### src/rtl/bp_pkg.sv
package bp_pkg;

    // ##################################################
    // state encodings

    typedef enum logic [1:0] {
        FETCH_RUN  = 2'd0,  // fetching
        FETCH_ACK  = 2'd1,  // redirect ack high
        FETCH_HOLD = 2'd2   // waiting out penalty
    } fetch_state_e;

    typedef enum logic [1:0] {
        RETIRE_IDLE  = 2'd0,
        RETIRE_WRITE = 2'd1,  // single write cycle
        RETIRE_ACK   = 2'd2   // wait for req low
    } retire_state_e;

    // ##################################################
    // default parameter values

    localparam int          ADDR_WIDTH_DEF  = 32;
    localparam int          BTB_ENTRIES_DEF = 16;
    localparam int          PENALTY_DEF     = 3;
    localparam logic [31:0] RESET_PC_DEF    = 32'h0000_1000;

endpackage

### src/rtl/btb.sv
`timescale 1ns/10ps

module btb #(
    parameter int ADDR_WIDTH  = bp_pkg::ADDR_WIDTH_DEF,
    parameter int BTB_ENTRIES = bp_pkg::BTB_ENTRIES_DEF
) (
    input  logic                  clk,
    input  logic                  rst,

    input  logic [ADDR_WIDTH-1:0] fetch_pc,
    output logic                  predict_taken_0,
    output logic [ADDR_WIDTH-1:0] predict_target_0,
    output logic                  predict_taken_1,
    output logic [ADDR_WIDTH-1:0] predict_target_1,

    input  logic                  wr_en_0,
    input  logic [ADDR_WIDTH-1:0] wr_pc_0,
    input  logic [ADDR_WIDTH-1:0] wr_target_0,
    input  logic                  wr_taken_0,
    input  logic                  wr_en_1,
    input  logic [ADDR_WIDTH-1:0] wr_pc_1,
    input  logic [ADDR_WIDTH-1:0] wr_target_1,
    input  logic                  wr_taken_1
);

    localparam int IDX_W = $clog2(BTB_ENTRIES);
    localparam int TAG_W = ADDR_WIDTH - IDX_W - 2;  // bits above index

    logic                  entry_valid  [BTB_ENTRIES];
    logic                  entry_taken  [BTB_ENTRIES];
    logic [TAG_W-1:0]      entry_tag    [BTB_ENTRIES];
    logic [ADDR_WIDTH-1:0] entry_target [BTB_ENTRIES];

    logic [IDX_W-1:0] rd_idx_0;
    logic [IDX_W-1:0] rd_idx_1;
    logic [TAG_W-1:0] rd_tag_0;
    logic [TAG_W-1:0] rd_tag_1;
    logic             hit_0;
    logic             hit_1;

    logic [IDX_W-1:0] wr_idx_0;
    logic [IDX_W-1:0] wr_idx_1;
    logic [TAG_W-1:0] wr_tag_0;
    logic [TAG_W-1:0] wr_tag_1;

    function automatic logic entry_hit(
        input logic             valid,
        input logic             taken,
        input logic [TAG_W-1:0] stored_tag,
        input logic [TAG_W-1:0] lookup_tag
    );
        return valid && taken && (stored_tag == lookup_tag);
    endfunction

    // ##################################################
    // chained lookup

    assign rd_idx_0 = fetch_pc[IDX_W+1:2];
    assign rd_tag_0 = fetch_pc[ADDR_WIDTH-1:IDX_W+2];

    assign hit_0 = entry_hit(entry_valid[rd_idx_0], entry_taken[rd_idx_0],
                             entry_tag[rd_idx_0], rd_tag_0);

    assign predict_taken_0  = hit_0;
    assign predict_target_0 = hit_0 ? entry_target[rd_idx_0]
                                    : fetch_pc + ADDR_WIDTH'(4);

    // slot 1 looks up where slot 0 goes
    assign rd_idx_1 = predict_target_0[IDX_W+1:2];
    assign rd_tag_1 = predict_target_0[ADDR_WIDTH-1:IDX_W+2];

    assign hit_1 = entry_hit(entry_valid[rd_idx_1], entry_taken[rd_idx_1],
                             entry_tag[rd_idx_1], rd_tag_1);

    assign predict_taken_1  = hit_1;
    assign predict_target_1 = hit_1 ? entry_target[rd_idx_1]
                                    : predict_target_0 + ADDR_WIDTH'(4);

    // ##################################################
    // retire writes

    assign wr_idx_0 = wr_pc_0[IDX_W+1:2];
    assign wr_tag_0 = wr_pc_0[ADDR_WIDTH-1:IDX_W+2];
    assign wr_idx_1 = wr_pc_1[IDX_W+1:2];
    assign wr_tag_1 = wr_pc_1[ADDR_WIDTH-1:IDX_W+2];

    always_ff @(posedge clk or posedge rst) begin
        if (rst) begin
            for (int i = 0; i < BTB_ENTRIES; i++) begin
                entry_valid[i]  <= 1'b0;
                entry_taken[i]  <= 1'b0;
                entry_tag[i]    <= '0;
                entry_target[i] <= '0;
            end
        end else begin
            if (wr_en_0) begin
                entry_valid[wr_idx_0]  <= 1'b1;
                entry_taken[wr_idx_0]  <= wr_taken_0;
                entry_tag[wr_idx_0]    <= wr_tag_0;
                entry_target[wr_idx_0] <= wr_target_0;
            end
            if (wr_en_1) begin  // younger slot overrides port 0
                entry_valid[wr_idx_1]  <= 1'b1;
                entry_taken[wr_idx_1]  <= wr_taken_1;
                entry_tag[wr_idx_1]    <= wr_tag_1;
                entry_target[wr_idx_1] <= wr_target_1;
            end
        end
    end

endmodule

### src/rtl/retire_port.sv
`timescale 1ns/10ps

module retire_port #(
    parameter int ADDR_WIDTH = bp_pkg::ADDR_WIDTH_DEF
) (
    input  logic                  clk,
    input  logic                  rst,

    input  logic                  retire_req,
    input  logic                  retire_valid_0,
    input  logic [ADDR_WIDTH-1:0] retire_pc_0,
    input  logic [ADDR_WIDTH-1:0] retire_target_0,
    input  logic                  retire_taken_0,
    input  logic                  retire_valid_1,
    input  logic [ADDR_WIDTH-1:0] retire_pc_1,
    input  logic [ADDR_WIDTH-1:0] retire_target_1,
    input  logic                  retire_taken_1,
    output logic                  retire_ack,

    output logic                  wr_en_0,
    output logic [ADDR_WIDTH-1:0] wr_pc_0,
    output logic [ADDR_WIDTH-1:0] wr_target_0,
    output logic                  wr_taken_0,
    output logic                  wr_en_1,
    output logic [ADDR_WIDTH-1:0] wr_pc_1,
    output logic [ADDR_WIDTH-1:0] wr_target_1,
    output logic                  wr_taken_1
);

    bp_pkg::retire_state_e state;
    bp_pkg::retire_state_e state_next;

    logic valid_0_q;
    logic valid_1_q;

    always_comb begin
        state_next = state;
        case (state)
            bp_pkg::RETIRE_IDLE: begin
                if (retire_req) begin
                    state_next = bp_pkg::RETIRE_WRITE;
                end
            end
            bp_pkg::RETIRE_WRITE: begin
                state_next = bp_pkg::RETIRE_ACK;  // one write only
            end
            bp_pkg::RETIRE_ACK: begin
                if (!retire_req) begin
                    state_next = bp_pkg::RETIRE_IDLE;
                end
            end
            default: state_next = bp_pkg::RETIRE_IDLE;
        endcase
    end

    always_ff @(posedge clk or posedge rst) begin
        if (rst) begin
            state      <= bp_pkg::RETIRE_IDLE;
            retire_ack <= 1'b0;
        end else begin
            state      <= state_next;
            retire_ack <= (state_next == bp_pkg::RETIRE_ACK);  // rises with the write
        end
    end

    // slot capture when the request is first seen
    always_ff @(posedge clk) begin
        if (state == bp_pkg::RETIRE_IDLE && retire_req) begin
            valid_0_q   <= retire_valid_0;
            wr_pc_0     <= retire_pc_0;
            wr_target_0 <= retire_target_0;
            wr_taken_0  <= retire_taken_0;
            valid_1_q   <= retire_valid_1;
            wr_pc_1     <= retire_pc_1;
            wr_target_1 <= retire_target_1;
            wr_taken_1  <= retire_taken_1;
        end
    end

    assign wr_en_0 = (state == bp_pkg::RETIRE_WRITE) && valid_0_q;
    assign wr_en_1 = (state == bp_pkg::RETIRE_WRITE) && valid_1_q;

endmodule

### src/rtl/penalty_timer.sv
`timescale 1ns/10ps

module penalty_timer #(
    parameter int PENALTY = bp_pkg::PENALTY_DEF
) (
    input  logic clk,
    input  logic rst,
    input  logic timer_load,
    output logic timer_done
);

    localparam int CNT_W = (PENALTY > 0) ? $clog2(PENALTY + 1) : 1;

    logic [CNT_W-1:0] count;

    // starts loaded so the first fetch also waits
    always_ff @(posedge clk or posedge rst) begin
        if (rst) begin
            count <= CNT_W'(PENALTY);
        end else if (timer_load) begin
            count <= CNT_W'(PENALTY);
        end else if (count != '0) begin
            count <= count - 1'b1;
        end
    end

    assign timer_done = (count == '0) && !timer_load;  // stale zero hidden by load

endmodule

### src/rtl/fetch_ctrl.sv
`timescale 1ns/10ps

module fetch_ctrl #(
    parameter int                    ADDR_WIDTH = bp_pkg::ADDR_WIDTH_DEF,
    parameter logic [ADDR_WIDTH-1:0] RESET_PC   = ADDR_WIDTH'(bp_pkg::RESET_PC_DEF)
) (
    input  logic                  clk,
    input  logic                  rst,

    input  logic                  fetch_ready,
    input  logic [ADDR_WIDTH-1:0] predict_target_1,
    output logic [ADDR_WIDTH-1:0] fetch_pc,
    output logic                  fetch_valid,

    input  logic                  redirect_req,
    input  logic [ADDR_WIDTH-1:0] redirect_pc,
    output logic                  redirect_ack,

    output logic                  timer_load,
    input  logic                  timer_done
);

    bp_pkg::fetch_state_e  state;
    bp_pkg::fetch_state_e  state_next;
    logic [ADDR_WIDTH-1:0] pc_next;

    // ##################################################
    // next state and next pc

    always_comb begin
        state_next = state;
        pc_next    = fetch_pc;
        timer_load = 1'b0;
        case (state)
            bp_pkg::FETCH_RUN: begin
                if (redirect_req) begin  // drops a held bundle
                    state_next = bp_pkg::FETCH_ACK;
                    pc_next    = redirect_pc;
                end else if (fetch_ready) begin
                    pc_next = predict_target_1;  // bundle accepted
                end
            end
            bp_pkg::FETCH_ACK: begin
                if (!redirect_req) begin
                    state_next = bp_pkg::FETCH_HOLD;
                    timer_load = 1'b1;
                end
            end
            bp_pkg::FETCH_HOLD: begin
                if (redirect_req) begin
                    state_next = bp_pkg::FETCH_ACK;
                    pc_next    = redirect_pc;
                end else if (timer_done) begin
                    state_next = bp_pkg::FETCH_RUN;
                end
            end
            default: state_next = bp_pkg::FETCH_HOLD;
        endcase
    end

    // ##################################################
    // state and pc registers

    always_ff @(posedge clk or posedge rst) begin
        if (rst) begin
            state    <= bp_pkg::FETCH_HOLD;  // timer already holds the penalty
            fetch_pc <= RESET_PC;
        end else begin
            state    <= state_next;
            fetch_pc <= pc_next;
        end
    end

    assign redirect_ack = (state == bp_pkg::FETCH_ACK);
    assign fetch_valid  = (state == bp_pkg::FETCH_RUN);

endmodule

### src/rtl/bp_front.sv
`timescale 1ns/10ps

module bp_front #(
    parameter int                    ADDR_WIDTH  = bp_pkg::ADDR_WIDTH_DEF,
    parameter int                    BTB_ENTRIES = bp_pkg::BTB_ENTRIES_DEF,
    parameter int                    PENALTY     = bp_pkg::PENALTY_DEF,
    parameter logic [ADDR_WIDTH-1:0] RESET_PC    = ADDR_WIDTH'(bp_pkg::RESET_PC_DEF)
) (
    input  logic                  clk,
    input  logic                  rst,

    // fetch consumer
    output logic [ADDR_WIDTH-1:0] fetch_pc,
    output logic                  fetch_valid,
    input  logic                  fetch_ready,
    output logic                  predict_taken_0,
    output logic [ADDR_WIDTH-1:0] predict_target_0,
    output logic                  predict_taken_1,
    output logic [ADDR_WIDTH-1:0] predict_target_1,

    // commit redirect
    input  logic                  redirect_req,
    input  logic [ADDR_WIDTH-1:0] redirect_pc,
    output logic                  redirect_ack,

    // commit retire
    input  logic                  retire_req,
    input  logic                  retire_valid_0,
    input  logic [ADDR_WIDTH-1:0] retire_pc_0,
    input  logic [ADDR_WIDTH-1:0] retire_target_0,
    input  logic                  retire_taken_0,
    input  logic                  retire_valid_1,
    input  logic [ADDR_WIDTH-1:0] retire_pc_1,
    input  logic [ADDR_WIDTH-1:0] retire_target_1,
    input  logic                  retire_taken_1,
    output logic                  retire_ack
);

    logic                  timer_load;
    logic                  timer_done;

    logic                  wr_en_0;
    logic [ADDR_WIDTH-1:0] wr_pc_0;
    logic [ADDR_WIDTH-1:0] wr_target_0;
    logic                  wr_taken_0;
    logic                  wr_en_1;
    logic [ADDR_WIDTH-1:0] wr_pc_1;
    logic [ADDR_WIDTH-1:0] wr_target_1;
    logic                  wr_taken_1;

    fetch_ctrl #(
        .ADDR_WIDTH (ADDR_WIDTH),
        .RESET_PC   (RESET_PC)
    ) fetch_ctrl_i (
        .clk              (clk),
        .rst              (rst),
        .fetch_ready      (fetch_ready),
        .predict_target_1 (predict_target_1),
        .fetch_pc         (fetch_pc),
        .fetch_valid      (fetch_valid),
        .redirect_req     (redirect_req),
        .redirect_pc      (redirect_pc),
        .redirect_ack     (redirect_ack),
        .timer_load       (timer_load),
        .timer_done       (timer_done)
    );

    penalty_timer #(
        .PENALTY (PENALTY)
    ) penalty_timer_i (
        .clk        (clk),
        .rst        (rst),
        .timer_load (timer_load),
        .timer_done (timer_done)
    );

    btb #(
        .ADDR_WIDTH  (ADDR_WIDTH),
        .BTB_ENTRIES (BTB_ENTRIES)
    ) btb_i (
        .clk              (clk),
        .rst              (rst),
        .fetch_pc         (fetch_pc),
        .predict_taken_0  (predict_taken_0),
        .predict_target_0 (predict_target_0),
        .predict_taken_1  (predict_taken_1),
        .predict_target_1 (predict_target_1),
        .wr_en_0          (wr_en_0),
        .wr_pc_0          (wr_pc_0),
        .wr_target_0      (wr_target_0),
        .wr_taken_0       (wr_taken_0),
        .wr_en_1          (wr_en_1),
        .wr_pc_1          (wr_pc_1),
        .wr_target_1      (wr_target_1),
        .wr_taken_1       (wr_taken_1)
    );

    retire_port #(
        .ADDR_WIDTH (ADDR_WIDTH)
    ) retire_port_i (
        .clk             (clk),
        .rst             (rst),
        .retire_req      (retire_req),
        .retire_valid_0  (retire_valid_0),
        .retire_pc_0     (retire_pc_0),
        .retire_target_0 (retire_target_0),
        .retire_taken_0  (retire_taken_0),
        .retire_valid_1  (retire_valid_1),
        .retire_pc_1     (retire_pc_1),
        .retire_target_1 (retire_target_1),
        .retire_taken_1  (retire_taken_1),
        .retire_ack      (retire_ack),
        .wr_en_0         (wr_en_0),
        .wr_pc_0         (wr_pc_0),
        .wr_target_0     (wr_target_0),
        .wr_taken_0      (wr_taken_0),
        .wr_en_1         (wr_en_1),
        .wr_pc_1         (wr_pc_1),
        .wr_target_1     (wr_target_1),
        .wr_taken_1      (wr_taken_1)
    );

endmodule

### config.mk
export PLATFORM = sky130hd
export DESIGN_NAME = bp_front
export DESIGN_NICKNAME = d
export VERILOG_FILES = /design/src/rtl/bp_pkg.sv /design/src/rtl/btb.sv /design/src/rtl/retire_port.sv /design/src/rtl/penalty_timer.sv /design/src/rtl/fetch_ctrl.sv /design/src/rtl/bp_front.sv
export SDC_FILE = /design/constraint.sdc
export NUM_CORES = 2
export LEC_CHECK = 0
export BUFFER_PORTS_ARGS = -buffer_cell sky130_fd_sc_hd__buf_2
export CAP_MARGIN = 10
export CORE_MARGIN = 8
export CORE_UTILIZATION = 35
export CTS_CLUSTER_SIZE = 8
export DETAILED_ROUTE_END_ITERATION = 6
export PLACE_DENSITY = 0.6
export RECOVER_POWER = 25
export SYNTH_ARGS = -nofsm -noshare
export SYNTH_HDL_FRONTEND = slang
export SYNTH_SLANG_ARGS = --single-unit
### constraint.sdc
create_clock -name clk -period 30.3 [get_ports clk]
set_input_delay 1.515 -clock clk [delete_from_list [all_inputs] [get_ports clk]]
set_output_delay 1.515 -clock clk [all_outputs]
set_load 0.02 [all_outputs]
==> impl_metrics.toml <==
[clocking]
numCtsBuffers = 160
post_cts_buffers = 0
clkSinkCount = 1127
clock_path_buffers = 3
clk_latency_ns = 0.84
post_cts_resized = 0
holdBufCountCts = 0
h-tree-depth = 4
root_buffer = "clkbuf_16"
clkTransAtPathRegs_ns = 0.05
tritoncts = "built"

[placed_design]
io_buffers = 265
dp_hpwl_mm = 171
placed_cell_area_um2 = 72200
pre_cts_ws_ns = 17.08
place_congestion = 0.927

[setup_path]
crit_path_end_kind = "output port"
critPathBufInv = 5
worstPathMaxFanout = 127
start_kind = "flop"
crit_required_ns = 28.79
critical_path_class = "reg2out"
crit_top_cell = "buf_4"
slowest_delay_ns = 1.02
critPathTopFamily = "simple AND/OR/NAND/NOR gates"
critical_path.cell_chain = "buf_4 > buf_4 > and2_1 > a22oi_1 > nand3_1 > or4bb_1 > a211oi_1 > nand4_4 > nor3_4 > mux2i_4 > buf_12 > buf_4 > nand2_1 > o2111ai_1 > o211ai_1 > xnor2_1 > nand4_1 > nor4_1 > nand4_4 > mux2i_1 > buf_2"
crit_arrival_ns = 12.97
slowest_stage = "nor3_4"

[timing]
finalWorstPathRequiredPeriod_ns = 14.49
hold_viol = 0
grt_setup_unrepaired = "no"
max_freq_mhz = 69.0
final.setup_skew_ns = 0.0350
period_share = 0.478
worst_pin_slew_ns = 9.91
slew_headroom = -5.61
finalSetupViolations = 0
fin_ws_ns = 15.81
slew_viol_final = 774
setup_tns_ns = 0

[layout]
drive_gt1_frac = 0.126
area_delta_synth_final_pct = 10.5
seq_area_um2 = 28900
multi_input_comb_area_um2 = 37400
nFillCells = 19500
nNetsFinal = 7320
final_area_um2 = 76500

[yosys]
synth-async-reset-ratio = 0.886
synth.ff_latch_count = 1127
syn-num-nets = 7529
synth_top_area_share = 0.360
synthTopCellsByArea = "dfrtp_1 (36%), mux2i_1 (16%), mux4_2 (7.8%)"
syn_avg_cell_area_um2 = 9.41
synth_top_area_cell = "dfrtp_1"
synthFlopType = "dfrtp_1"
yosysUniqueCellTypes = 87
yosysSeqAreaShare = 0.417
ys_warn_count = 0
synth_edf_count = 128
synthesis.area_um2 = 69200
syn_inst = 7357

[power]
ir_drop_mv = 0.0677
p_per_area_nw_per_um2 = 105
combPwrFrac = 0.428
power.leakage_nw = 33.5
p_sw_w = 0.00349
intPower_w = 0.00451
switching_share = 0.436
p_seq_frac = 0.358
clkPwrFrac = 0.214

[drt]
wl_per_cell_um = 29.6
dr.pass1.iters = 6
via_count = 59600
post-route-drc-count = 0
ant_nets = 0
first_iter_violations = 7856
via_per_inst = 6.04
drt-total-wl_mm = 292

[floorplan]
chipWidth_um = 461
num_rows = 163
core-area_um2 = 197000
initial_core_util = 0.351
die_h_um = 461
ioPinCount = 270
die_area_um2 = 212000

[outcome]
violations = "capacitance limit, slew limit"
status = "finished, violations left"

[grt]
grt_max_degree = 176
grt_overflow_total = 0
met2_usage = 0.404
grt_pass1_wl_mm = 417
grt_pass1_vias = 57400
antenna_found_initial = 13
grt_use_total = 0.265
grt.busiest_layer = "met2"
use_met1 = 0.336
use_met3 = 0.0613

[hold_path]
hold_path_class = "reg2reg"

[job]
drv_cap = 9
-- path summary, 6_finish.rpt --
kind                                                from                        to  slack [ns]  cells after the start
worst min-delay path              retire_port_i.state[0]    retire_port_i.state[0]        0.47                      1
worst max-delay path            fetch_ctrl_i.fetch_pc[4]       predict_target_1[4]       15.81                     21
min in group asynchronous                            rst    btb_i.entry_target[41]        2.30                      2
worst min register to register    retire_port_i.state[0]    retire_port_i.state[0]        0.47                      1
worst max register to register  fetch_ctrl_i.fetch_pc[4]  fetch_ctrl_i.fetch_pc[4]       18.19                     21
max in group asynchronous                            rst      btb_i.entry_tag[359]       16.78                      3
-- registers in the layout (all words and copies together), names as in the netlist, 2 cells and up --
register and count:
btb_i.entry_tag 416, btb_i.entry_taken 16, btb_i.entry_target 512, btb_i.entry_valid 16, fetch_ctrl_i.fetch_pc 32, fetch_ctrl_i.state 2, penalty_timer_i.count 2, retire_port_i.state 2
retire_port_i.wr_pc_0 30, retire_port_i.wr_pc_1 30, retire_port_i.wr_target_0 32, retire_port_i.wr_target_1 32
-- cell type report --
type,instances,area share
clock buffer,213,0.0557
timing repair buffer,404,0.0304
inverter,16,0.000965
clock inverter,14,0.00307
tap,2640,0.0432
multi-input combinational,5439,0.489
sequential,1127,0.377
antenna,7,0.000229
-- per-stage QoR --
| stage | total power, W | std cells | hold WS, ns | util |
|---|---|---|---|---|
| 2_1_floorplan | 0.00494 | 7357 | 0.438 | - |
| 3_3_place_gp | 0.00610 | 9626 | 0.453 | 0.366 |
| 3_5_place_dp | 0.00619 | 9626 | 0.456 | 0.366 |
| 4_1_cts | 0.00792 | 9853 | 0.470 | 0.389 |
| 5_1_grt | 0.00837 | 9855 | 0.476 | 0.388 |
| 6_report | 0.00800 | 9860 | 0.466 | 0.388 |
-- Yosys cell counts (25+ instances only) --
cell type / number
a21oi_1: 511
buf_6: 26
buf_1: 146
xnor2_1: 62
buf_2: 38
nand4_1: 45
a22o_1: 46
nand2_1: 1306
nor2_1: 545
xor2_1: 51
mux2_2: 45
mux2_4: 26
nand3_1: 427
a22oi_1: 25
mux2i_1: 1130
mux4_2: 239
edfxtp_1: 128
clkbuf_1: 547
o21ai_0: 600
dfrtp_1: 995
o221ai_1: 32
a21o_1: 36
-- metal layers --
metal | up-vias | part of all wire
met1 | 29100 | 0.38
li1 | 25700 | -
met2 | 3780 | 0.44
met4 | 6 | 0.080
met3 | 1006 | 0.10
met5 | - | 0.00012
-- kinds of logic (layout without fill, tap and decap cells) --
group / after synthesis / in the layout / share of synthesized area
xor gates and xnor gates: 113 / 113 / 0.0143
AOI/OAI and AO/OA: 1397 / 1397 / 0.114
buffers and inverters: 791 / 647 / 0.0478
other: 0 / 7 / 0
adders and majority gates: 3 / 3 / 0.000542
DFF: 1127 / 1127 / 0.417
and+or+nand+nor: 2481 / 2481 / 0.152
muxes: 1445 / 1445 / 0.255
-- placed cells by master (no fill, tap or decap), types with 17 or more instances in the layout --
master	netlist	routed
nand2_1	1306	1296
mux2i_1	1130	1126
dfrtp_1	995	991
o21ai_0	600	600
nor2_1	545	532
a21oi_1	511	510
nand3_1	427	422
mux4_2	239	239
buf_2	38	214
clkbuf_16	0	161
buf_4	15	128
edfxtp_1	128	128
clkbuf_1	547	106
xnor2_1	62	62
xor2_1	51	51
a22o_1	46	46
nand4_1	45	45
mux2_2	45	44
a21o_1	36	35
o221ai_1	32	32
mux2_4	26	27
a22oi_1	25	25
and3_1	20	19
nor2b_1	17	17
a2111oi_0	17	17
-- power groups by stage --
stage | logic, W | clock network [W] | registers (W)
final | 0.00343 | 0.00171 | 0.00286
after global routing | 0.00363 | 0.00179 | 0.00294
after CTS | 0.00335 | 0.00174 | 0.00283
after global placement | 0.00329 | 0 | 0.00281
after floorplan | 0.00238 | 0 | 0.00256
after detailed placement | 0.00335 | 0 | 0.00284
(Power assumes the default switching activity.)
